**src/logic/sdramPkg.sv**
```systemverilog
`default_nettype none

package sdramPkg;

	//////////////////////////////////////////////////////////////////////
	// Widths
	//////////////////////////////////////////////////////////////////////

	localparam int dataWidth = 32;	// Column word
	localparam int byteOffBits = 2;	// Byte select within a word

	// Row array comes out of reset as all ones in every word, the row
	// buffer as zero. Only the bank applies this rule.

	//////////////////////////////////////////////////////////////////////
	// Command opcodes
	//////////////////////////////////////////////////////////////////////

	typedef enum logic [1:0]
	{
		opActivate = 2'd0,
		opPrecharge = 2'd1,
		opRead = 2'd2,
		opWrite = 2'd3
	} opE;

	//////////////////////////////////////////////////////////////////////
	// Access sizes
	//////////////////////////////////////////////////////////////////////

	typedef enum logic [1:0]
	{
		sizeByte = 2'b00,
		sizeHalf = 2'b01,
		sizeWord = 2'b10	// 2'b11 also taken as a word
	} sizeE;

endpackage

`default_nettype wire

```
**src/logic/sdramCmdDecoder.sv**
```systemverilog
`timescale 1ns/1ps
`default_nettype none

module sdramCmdDecoder #(
	parameter int numBanks = 4,
	parameter int rowBits = 4,
	parameter int colBits = 5
) (
	input logic clk,
	input logic rstN,
	input logic cmdValid,
	output logic cmdReady,
	input sdramPkg::opE cmdOp,
	input logic [$clog2(numBanks)-1:0] cmdBank,
	input logic [rowBits-1:0] cmdRow,
	input logic [colBits-1:0] cmdCol,
	input sdramPkg::sizeE cmdSize,
	input logic [sdramPkg::dataWidth-1:0] cmdData,
	output logic cmdError,
	output logic [numBanks-1:0] bankValid,
	input logic [numBanks-1:0] bankReady,
	output sdramPkg::opE bankOp,
	output logic [rowBits-1:0] bankRow,
	output logic [colBits-1:0] bankCol,
	output sdramPkg::sizeE bankSize,
	output logic [sdramPkg::dataWidth-1:0] bankData
);

	import sdramPkg::*;

	localparam int bankBits = $clog2(numBanks);

	logic initDone;
	logic regValid;
	opE regOp;
	logic [bankBits-1:0] regBank;
	logic [rowBits-1:0] regRow;
	logic [colBits-1:0] regCol;
	sizeE regSize;
	logic [dataWidth-1:0] regData;

	logic [numBanks-1:0] bankOpen;
	logic legal;
	logic fwd;
	logic regLeave;
	logic load;

	// Activate wants a closed bank, everything else an open one
	assign legal = (regOp == opActivate) ? !bankOpen[regBank] : bankOpen[regBank];

	assign fwd = regValid && legal && bankReady[regBank];
	assign regLeave = fwd || (regValid && !legal);	// Illegal ones are dropped
	assign cmdReady = initDone && (!regValid || regLeave);
	assign load = cmdValid && cmdReady;
	assign cmdError = regValid && !legal;

	always_comb
	begin
		bankValid = '0;
		bankValid[regBank] = regValid && legal;
	end

	assign bankOp = regOp;
	assign bankRow = regRow;
	assign bankCol = regCol;
	assign bankSize = regSize;
	assign bankData = regData;

	always_ff @(posedge clk or negedge rstN)
	begin
		if (!rstN)
		begin
			initDone <= 1'b0;
			regValid <= 1'b0;
			bankOpen <= '0;
		end
		else
		begin
			initDone <= 1'b1;
			if (load)
				regValid <= 1'b1;
			else if (regLeave)
				regValid <= 1'b0;
			if (fwd && regOp == opActivate)
				bankOpen[regBank] <= 1'b1;
			else if (fwd && regOp == opPrecharge)
				bankOpen[regBank] <= 1'b0;
		end
	end

	// Command payload
	always_ff @(posedge clk)
	begin
		if (load)
		begin
			regOp <= cmdOp;
			regBank <= cmdBank;
			regRow <= cmdRow;
			regCol <= cmdCol;
			regSize <= cmdSize;
			regData <= cmdData;
		end
	end

endmodule

`default_nettype wire

```
**config.mk**
```make
export PLATFORM = sky130hd
export DESIGN_NAME = sdramCmdDecoder
export DESIGN_NICKNAME = d
export VERILOG_FILES = /design/src/logic/sdramPkg.sv /design/src/logic/sdramCmdDecoder.sv
export SDC_FILE = /design/constraint.sdc
export NUM_CORES = 1
export LEC_CHECK = 0
export BUFFER_PORTS_ARGS = -buffer_cell sky130_fd_sc_hd__buf_2
export CORE_MARGIN = 1.5
export CORE_UTILIZATION = 46
export DETAILED_ROUTE_END_ITERATION = 8
export PLACE_DENSITY_LB_ADDON = 0.05
export SYNTH_ARGS = -nofsm -noshare
export SYNTH_HDL_FRONTEND = slang
export SYNTH_SLANG_ARGS = --single-unit
```
**constraint.sdc**
```tcl
create_clock -name clk -period 11.8 [get_ports clk]
set_clock_uncertainty 0.05 [all_clocks]
set_input_delay 2.95 -clock clk [delete_from_list [all_inputs] [get_ports clk]]
set_output_delay 2.95 -clock clk [all_outputs]
set_load 0.02 [all_outputs]
```
; ---- Yosys cells after proc, flatten, opt, wreduce, memory -nomap -nowiden
; Index checks and enable logic that the tools add are counted.
; W data, S select, Z words.
[totals]
register_bits = 53
in_bits = 54
output_inout_bits = 51
word_cells = 43
[op_classes]
n_lt_le_gt_ge = 2
n_eq_ne = 1
muxes = 11
bitwise_logic = 4
n_reduce_logical = 16
[op_table]
columns = op, count
row1 = $and A4 B4 Y4, 2
row2 = $logic_and A1 B1 Y1, 8
row3 = $mux W4, 2
row4 = $mux W1, 6
row5 = $bmux W1 S2, 2
row6 = $not A4 Y4, 1
row7 = $or A4 B4 Y4, 1
row8 = $reduce_bool A2 Y1, 2
row9 = $logic_not A1 Y1, 3
row10 = $lt A2 B3 Y1 const B, 1
row11 = $demux W1 S2, 1
row12 = $eq A2 B1 Y1 const B, 1
row13 = $ge A2 B1 Y1 const B, 1
row14 = $logic_not A2 Y1, 1
row15 = $logic_or A1 B1 Y1, 2

; ---- Depth between registers and ports, before layout
; Gate-level depths: netlist (run 1).
[depth]
ltp_word = 11
mapped_depth = 4
depth_no_buf = 3

; ---- Worst setup path after synthesis (run 1)
; No wires, ideal clock.
[synth_path]
path_type = in2out
start = input bankReady[1]
end = output cmdReady
arrival_ns = 3.744
required_time_ns = 8.800
path_slack_ns = 5.056
cell_stages = 3
n_path_buf = 0
cell_sequence = mux4_1 > nor2_1 > a21boi_1
[synth_between]
elab_chain_len = 6
[synth_lines]
columns = element, line_no
row1 = start: declaration, sdramCmdDecoder.sv:21  ; input logic [numBanks-1:0] bankReady,
row2 = $bmux W1 S2, sdramCmdDecoder.sv:51  ; assign fwd = regValid && legal && bankReady[regBank];
row3 = $mux W1 (implied by the code), sdramCmdDecoder.sv:51
row4 = $logic_and A1 B1 Y1, sdramCmdDecoder.sv:51
row5 = $logic_or A1 B1 Y1, sdramCmdDecoder.sv:52  ; assign regLeave = fwd || (regValid && !legal);
row6 = $logic_or A1 B1 Y1, sdramCmdDecoder.sv:53  ; assign cmdReady = initDone && (!regValid || regLeave);
row7 = $logic_and A1 B1 Y1, sdramCmdDecoder.sv:53
row8 = end: declaration, sdramCmdDecoder.sv:12  ; output logic cmdReady,
; Every way passes these cells. The select of a mux whose other input is x is not followed.

; ---- Final worst setup path (run 1)
; Same ends and word-level chain as after synthesis.

==> results of run 1 <==
## layout by cell type (no fill, tap or decap), types with 2 or more instances in the layout
master,synthesis,routed
buf_2,0,104
edfxtp_1,47,47
dfrtp_1,6,6
inv_1,5,5
clkbuf_8,0,5
xnor2_1,4,4
mux2i_1,4,4
nor2_1,3,3
nand2_1,2,2
nand3_1,2,2
nand4_1,2,2
## synth_stat cells
library cell / number
a21boi_1: 1
a21oi_1: 1
a22o_1: 1
and2b_2: 1
and3_1: 1
buf_6: 1
conb_1: 1
dfrtp_1: 6
edfxtp_1: 47
inv_1: 5
mux2i_1: 4
mux4_1: 1
mux4_2: 1
nand2_1: 2
nand3_1: 2
nand4_1: 2
nor2_1: 3
nor2_2: 1
nor2b_1: 1
nor3_1: 1
nor3b_1: 1
nor4_1: 1
xnor2_1: 4
xor2_1: 1
## cell type report
cell class | count | area share
timing repair buffer | 105 | 0.2083
clock inverter | 3 | 0.01629
tap | 48 | 0.02369
clock buffer | 5 | 0.02715
inverter | 5 | 0.007404
multi-input combinational | 31 | 0.1012
sequential | 53 | 0.6160
## metrics by stage
stage	power [mW]	cell area, µm²	std cells
2_1_floorplan	0.2538	1837	90
3_3_place_gp	0.2721	2425	242
3_5_place_dp	0.2735	2425	242
4_1_cts	0.3896	2535	250
5_1_grt	0.4016	2535	250
6_report	0.3855	2535	250
## registers in the layout (all words and copies together) (netlist names), named ones only
register and count:
regBank 2, initDone 1, bankRow 4, bankOp 2, bankSize 2, bankData 32, regValid 1, bankCol 5
## routing by layer
metal | wire [µm] | global-route usage | vias to the layer above
li1 | - | - | 561
met1 | 1197 | 0.1710 | 535
met2 | 1826 | 0.3038 | 61
met3 | 370 | 0.07496 | 2
met4 | 34 | 0.06888 | 0
met5 | 0 | 0 | -
## worst max-delay path, cell delays in order
cell and delay [ns]:
buf_2 0.11, mux4_1 0.48, nor2_1 0.28, a21boi_1 0.11, buf_2 0.18
## path summary, 6_finish.rpt
path                            slack [ns]            startpoint                    endpoint
max in group asynchronous             9.14                  rstN  asynchronous set/reset pin
worst min-delay path                  0.49    initDone$_DFF_PN0_        regValid$_DFFE_PN0P_
worst max-delay path                  4.69          bankReady[1]                    cmdReady
min in group asynchronous             2.41                  rstN          initDone$_DFF_PN0_
worst min register to register        0.49    initDone$_DFF_PN0_        regValid$_DFFE_PN0P_
worst max register to register        9.47  regBank[0]$_DFFE_PP_        regBank[1]$_DFFE_PP_
## logic make-up after synthesis
family | share of synthesized area
flops | 0.8501
other cells | 0.002042
xor+xnor | 0.02384
simple gates | 0.04769
compound gates | 0.01158
mux | 0.04837
buf+inv | 0.01635
## report_power, final
group | internal, mW | switching [mW] | total [mW]
sequential | 0.217 | 0.00598 | 0.223
clock | 0.0624 | 0.0541 | 0.116
combinational | 0.0194 | 0.0265 | 0.0459
total | 0.299 | 0.0865 | 0.386
==> impl_metrics.toml, run 1 <==
[synthesis]
avgSynthCellArea_um2 = 20.41
synth_fp_nets = 144
yosys_warnings = 0
synth_top_area_frac = 0.7684
synth-seq-cells = 53
synth_cells = 90
synth_area_leader_cell = "edfxtp_1"
ys_seq_area_frac = 0.8501
synth.distinct_cells = 24
synth_area_leaders = "edfxtp_1 (77%), dfrtp_1 (8.2%), mux2i_1 (2.2%), xnor2_1 (1.9%), mux4_1 (1.4%)"
synth_area_um2 = 1837

[die]
core-area_um2 = 3744
row_count = 22
dieWidth_um = 66.19
die_h_um = 66.19
ioPinCount = 105
start_util = 0.4906
dieArea_um2 = 4381

[cells_and_area]
n_antenna_cell = 0
seq_area_um2 = 1562
nFillCells = 287
fin_util = 0.6771
layout.nets = 255
area_delta_synth_final_pct = 38.01
multiInputGateArea_um2 = 256.5
layout-drive-gt1-share = 0.5743

[power_and_ir_drop]
ir_worst_vdd_mv = 0.09499
power_density_nw_per_um2 = 152.1
leakagePower_nw = 1.120

[clocking]
hold_buffers = 0
cts_max_level = 2
cts_resized = 0
cts_sinks = 53
clk_latency_ns = 0.29
cts_tree = "done"
clkSlewWorstSetupHoldPaths_ns = 0.09
post-cts-setup-buffers = 0
cts_buffer_depth = 2
root_buffer = "clkbuf_8"
cts_buffers = 5

[critical_path]
crit_fanout = 3
critical_path_arrival_ns = 4.11
rr_worst_depth = 4
critPathCaptureType = "output port"
path_class = "input pin to output port"
required_ns = 8.80
worstSetupStartpointType = "input pin"

[routing]
drtAntennaViolNets = 0
drc = 0
vias_per_cell = 4.636
vias = 1159
first_pass_iters = 3
wl_per_cell_um = 13.72
wl_um = 3430
drt_iter0_drc = 81

[sta]
maxSlewHeadroom = 0.6285
final-hold-violation-count = 0
drv_slew = 0
hold_ws_ns = 0.4944
finalSetupViolCount = 0
setup_tns_ns = 0
fmax_mhz = 140.7
rsz0062_at_grt = "false"
worst_slack_ns = 4.693
min_period_ns = 7.107
fin_crit_sh = 0.6023
tightest_slew_ns = 0.5573

[run]
cap_violations = 0

[grt]
grtUsageTotal = 0.1701
antenna_found_initial = 0
overflow = 0
grt_pass1_wl_um = 5292
grt_pass1_vias = 1205
grt_start_max_net_pins = 48

[outcome]
status = "finished, final reports clean"

[worst_hold_path]
worstHoldPathCells = 1
hold_class = "flip-flop to flip-flop"

[placement]
gp_congestion = 0.8361
place_ws_ns = 4.704
port_buffers = 104
Power figures use the tool's default switching activity.
==> run 2: changes to the inputs <==
- CORE_UTILIZATION: 46 -> 39
- clock period: 11.8 -> 5.9 ns (I/O delays scaled with it)
==> impl_metrics.toml, run 2 (same netlist as run 1, synthesis figures left out) <==
[outcome]
status = "finished, final reports clean"

[clocking]
cts_sinks = 53
cts_buffers = 5
cts_buffer_depth = 2
hold_buffers = 0
post-cts-setup-buffers = 0
root_buffer = "clkbuf_8"
cts_resized = 0
clkSlewWorstSetupHoldPaths_ns = 0.08
cts_tree = "done"
cts_max_level = 2
clk_latency_ns = 0.29

[critical_path]
required_ns = 4.38
cpLargestDelayFamily = "multiplexers"
crit_buf_inv = 2
critPathCaptureType = "output port"
crit_chain = "buf_2, mux4_1, nor2_1, a21boi_1, buf_2"
critical_path.max_stage_delay_ns = 0.48
crit_fanout = 3
crit_path_frequent_cell = "buf_2"
critical-path-slowest-cell = "mux4_1"
path_class = "input pin to output port"
worstSetupStartpointType = "input pin"
critical_path_arrival_ns = 2.64

[routing]
wl_per_cell_um = 13.91
vias_per_cell = 4.575
first_pass_iters = 8
drtAntennaViolNets = 0
vias = 1162
drt_iter0_drc = 80
drc = 0
wl_um = 3532

[power_and_ir_drop]
p_switching_uw = 171.6
p_comb_frac = 0.126
seqPwrFrac = 0.612
finalPower_uw = 728.9
power_density_nw_per_um2 = 290.0
p_int_uw = 557.2
ir_worst_vdd_mv = 0.1466
switching_share = 0.2354
p_clk_frac = 0.262
leakagePower_nw = 1.106

[run]
cap_violations = 0

[cells_and_area]
layout.nets = 255
largest_reg_flops = 32
final_cell_mix = "buf_2 (104), edfxtp_1 (47), dfrtp_1 (6)"
area_delta_synth_final_pct = 36.85
layout.cells.non_filler = 254
layout-drive-gt1-share = 0.5693
final_common_cell = "buf_2"
nFillCells = 380
design_area_um2 = 2514
n_antenna_cell = 0

[sta]
rsz0062_at_grt = "false"
hold_ws_ns = 0.4967
finalSetupViolCount = 0
min_period_ns = 4.162
final-hold-violation-count = 0
tightest_slew_ns = 0.5710
setup_tns_ns = 0
drv_slew = 0
fmax_mhz = 240.3
maxSlewHeadroom = 0.6193
fin_crit_sh = 0.7054

[die]
die_h_um = 71.63
row_count = 24
start_util = 0.4133
dieArea_um2 = 5130
ioPinCount = 105
core-area_um2 = 4444
dieWidth_um = 71.63

[grt]
grtUsageTotal = 0.1425
antenna_found_initial = 0
grt_pass1_vias = 1229
overflow = 0
grt_pass1_wl_um = 5485
grt_start_max_net_pins = 48

[placement]
port_buffers = 104
dpl_cell_area_um2 = 2430
dpl.hpwl_um = 2668
dp.cells = 246
gp_congestion = 0.7957

[worst_hold_path]
hold_class = "flip-flop to flip-flop"
## run 2: per-layer routing
metal / part of all wire / GRT usage / wire (µm)
met3: 0.093 / 0.06329 / 329
met1: 0.38 / 0.1462 / 1335
met2: 0.51 / 0.2562 / 1806
met4: 0.017 / 0.05031 / 61
met5: 0 / 0 / 0
## run 2: cell type report
| type | count | area [µm²] | share of cell area |
|---|---|---|---|
| Clock buffer | 7 | 76.32 | 0.03036 |
| Clock inverter | 1 | 7.507 | 0.002987 |
| Inverter | 5 | 18.77 | 0.007466 |
| Multi-Input combinational cell | 31 | 256.5 | 0.1020 |
| Sequential cell | 53 | 1562 | 0.6212 |
| Tap cell | 52 | 65.06 | 0.02588 |
| Timing Repair Buffer | 105 | 528.0 | 0.2101 |
## run 2: stage by stage
| stage | utilization | setup slack, ns |
|---|---|---|
| 6_report | 0.5656 | 1.738 |
| 5_1_grt | 0.5656 | 1.641 |
| 4_1_cts | 0.5656 | 1.731 |
| 3_5_place_dp | 0.5467 | 1.740 |
| 3_3_place_gp | 0.5467 | 1.772 |
| 2_1_floorplan | - | 1.314 |
## run 2: worst paths after layout
| path | from | end | slack (ns) | cells past startpoint |
|---|---|---|---|---|
| hold / removal | initDone$_DFF_PN0_ | regValid$_DFFE_PN0P_ | 0.50 | 1 |
| setup reg to reg | regBank[0]$_DFFE_PP_ | bankData[21]$_DFFE_PP_ | 3.57 | 4 |
| setup / recovery | bankReady[1] | cmdReady | 1.74 | 5 |
| min in group asynchronous | rstN | asynchronous set/reset pin | 0.94 | 1 |
| hold reg to reg | initDone$_DFF_PN0_ | regValid$_DFFE_PN0P_ | 0.50 | 1 |
| max in group asynchronous | rstN | asynchronous set/reset pin | 4.72 | 1 |
## run 2: power by group through the flow
stage / Sequential, mW / Clock, mW / Combinational, mW
2_1_floorplan: 0.472 / 0 / 0.0358
3_3_place_gp: 0.454 / 0 / 0.0902
3_5_place_dp: 0.454 / 0 / 0.0935
4_1_cts: 0.446 / 0.198 / 0.0934
5_1_grt: 0.449 / 0.211 / 0.100
6_report: 0.446 / 0.191 / 0.0922
==> run 3: changes to the inputs <==
- ABC_AREA: not set -> 1
- clock period: 5.9 -> 3.6 ns (I/O delays scaled with it)
==> impl_metrics.toml, run 3 <==
[outcome]
status = "finished, final reports clean"

[synthesis]
synth_fp_nets = 174
synth_edf_count = 47
yosysMostFrequentCell = "edfxtp_1"
synth_top_area_frac = 0.7377
avgSynthCellArea_um2 = 15.94
synth.distinct_cells = 20
synth_cells = 120
ys.flop_type = "edfxtp_1"
synth_common_cells = "edfxtp_1 (47), nand2_1 (23), inv_1 (7), dfrtp_1 (6)"
synthArstFlopShare = 0.1132
yosys_warnings = 0
synth-seq-cells = 53
ys_seq_area_frac = 0.8162
synth_area_leader_cell = "edfxtp_1"
synth_area_um2 = 1913
synth_area_leaders = "edfxtp_1 (74%), dfrtp_1 (7.8%), nand2_1 (4.5%), nand2_2 (1.6%), inv_1 (1.4%)"

[clocking]
clkSlewWorstSetupHoldPaths_ns = 0.09
cts_resized = 0
cts_buffers = 5
hold_buffers = 0
cts_max_level = 2
clk_latency_ns = 0.29
cts_buffer_depth = 2
root_buffer = "clkbuf_8"
cts_sinks = 53
cts_tree = "done"
post-cts-setup-buffers = 0

[critical_path]
worstSetupStartpointType = "flip-flop"
path_class = "flip-flop to output port"
crit_fanout = 11
critical_path_arrival_ns = 1.87
critPathCaptureType = "output port"
crit_buf_inv = 3
critical_path.max_stage_delay_ns = 0.56
cpLargestDelayFamily = "simple AND/OR/NAND/NOR gates"
required_ns = 2.65
critical-path-slowest-cell = "edfxtp_1"
crit_chain = "inv_1, nand2_1, nand2_1, nand2_1, nand2_1, nand2_2, nand2_4, nand3_2, nand2_2, inv_2, buf_2"
crit_path_frequent_cell = "nand2_1"

[sta]
drv_slew = 0
fmax_mhz = 354.7
setup_tns_ns = 0
tightest_slew_ns = 0.5222
rsz0062_at_grt = "false"
hold_ws_ns = 0.3653
finalSetupViolCount = 0
min_period_ns = 2.819
fin_crit_sh = 0.7831
final-hold-violation-count = 0
maxSlewHeadroom = 0.6510

[placement]
dp.cells = 291
dpl.hpwl_um = 2751
gp_congestion = 0.8415
port_buffers = 104

[routing]
vias_per_cell = 4.244
drtAntennaViolNets = 0
vias = 1269
first_pass_iters = 4
wl_per_cell_um = 11.74
drc = 0
wl_um = 3511
drt_iter0_drc = 54

[die]
dieWidth_um = 73.04
start_util = 0.4050
dieArea_um2 = 5335
core-area_um2 = 4723
row_count = 25
ioPinCount = 105
die_h_um = 73.04

[cells_and_area]
n_antenna_cell = 0
final_cell_mix = "buf_2 (104), edfxtp_1 (47), nand2_1 (23)"
layout-drive-gt1-share = 0.5733
layout.nets = 285
largest_reg_flops = 32
area_delta_synth_final_pct = 36.69
nFillCells = 420
layout.cells.non_filler = 299
final_common_cell = "buf_2"

[power_and_ir_drop]
ir_worst_vdd_mv = 0.3439
power_density_nw_per_um2 = 456.4
leakagePower_nw = 1.189

[grt]
grt_pass1_wl_um = 5264
grtUsageTotal = 0.1343
antenna_found_initial = 0
grt_pass1_vias = 1230
overflow = 0
grt_start_max_net_pins = 20

[run]
cap_violations = 0

[worst_hold_path]
hold_class = "input pin to asynchronous set/reset pin"
-- run 3: final timing paths --
check                      depth (start not counted)                         end  slack [ns]                 start
max                                               11                    cmdReady        0.78  regBank[0]$_DFFE_PP_
min                                                1  asynchronous set/reset pin        0.37                  rstN
max reg2reg                                       11      bankData[13]$_DFFE_PP_        1.16  regBank[0]$_DFFE_PP_
min reg2reg                                        2                   flip-flop        0.43             flip-flop
max in group asynchronous                          1  asynchronous set/reset pin        2.98                  rstN
min in group clk                                   2                   flip-flop        0.43             flip-flop
-- run 3: layer usage --
| metal | wire [µm] | track usage | vias to the layer above |
|---|---|---|---|
| met5 | 0 | 0 | - |
| met4 | 29 | 0.05660 | 0 |
| met3 | 382 | 0.07044 | 2 |
| met2 | 1775 | 0.2192 | 58 |
| met1 | 1324 | 0.1459 | 578 |
| li1 | - | - | 631 |
-- run 3: area by class of cell --
class                      count  area [µm²]  area share
sequential                    53        1562      0.5971
timing repair buffer         106       535.5      0.2048
multi-input combinational     53       295.3      0.1129
clock buffer                   7       86.33     0.03301
tap                           67       83.83     0.03206
inverter                      12       45.04     0.01722
clock inverter                 1       7.507    0.002871
-- run 3: worst reg2reg max path, stage by stage (launching register included) --
cell	delay (ns)
edfxtp_1	0.59
inv_1	0.15
nand2_1	0.08
nand2_1	0.04
nand2_1	0.07
nand2_1	0.09
nand2_2	0.08
nand2_4	0.08
nand3_2	0.08
nand2_2	0.08
nor2_4	0.42
buf_4	0.33
-- run 3: power breakdown --
| group | leakage, nW | switching [mW] | internal [mW] |
|---|---|---|---|
| Combinational | 0.629 | 0.0852 | 0.0518 |
| Sequential | 0.516 | 0.0155 | 0.708 |
| Clock | 0.0445 | 0.177 | 0.156 |
| Total | 1.19 | 0.278 | 0.916 |
-- run 3: stage by stage --
step / setup slack (ns) / area (µm²) / utilization / power, mW
after CTS: 0.7470 / 2615 / 0.5536 / 1.211
after floorplan: 0.6591 / 1913 / - / 0.8156
after global placement: 0.9365 / 2521 / 0.5338 / 0.8738
after global routing: 0.5736 / 2615 / 0.5536 / 1.247
after detailed placement: 0.9307 / 2521 / 0.5338 / 0.8767
final: 0.7809 / 2615 / 0.5536 / 1.193
-- run 3: cells by family (layout without fill, tap and decap cells) --
| group | after synthesis | after routing | synth area share |
|---|---|---|---|
| simple gates | 51 | 51 | 0.1471 |
| buf+inv | 14 | 126 | 0.03204 |
| flops | 53 | 53 | 0.8162 |
| other cells | 1 | 1 | 0.001960 |
| compound gates | 1 | 1 | 0.002614 |
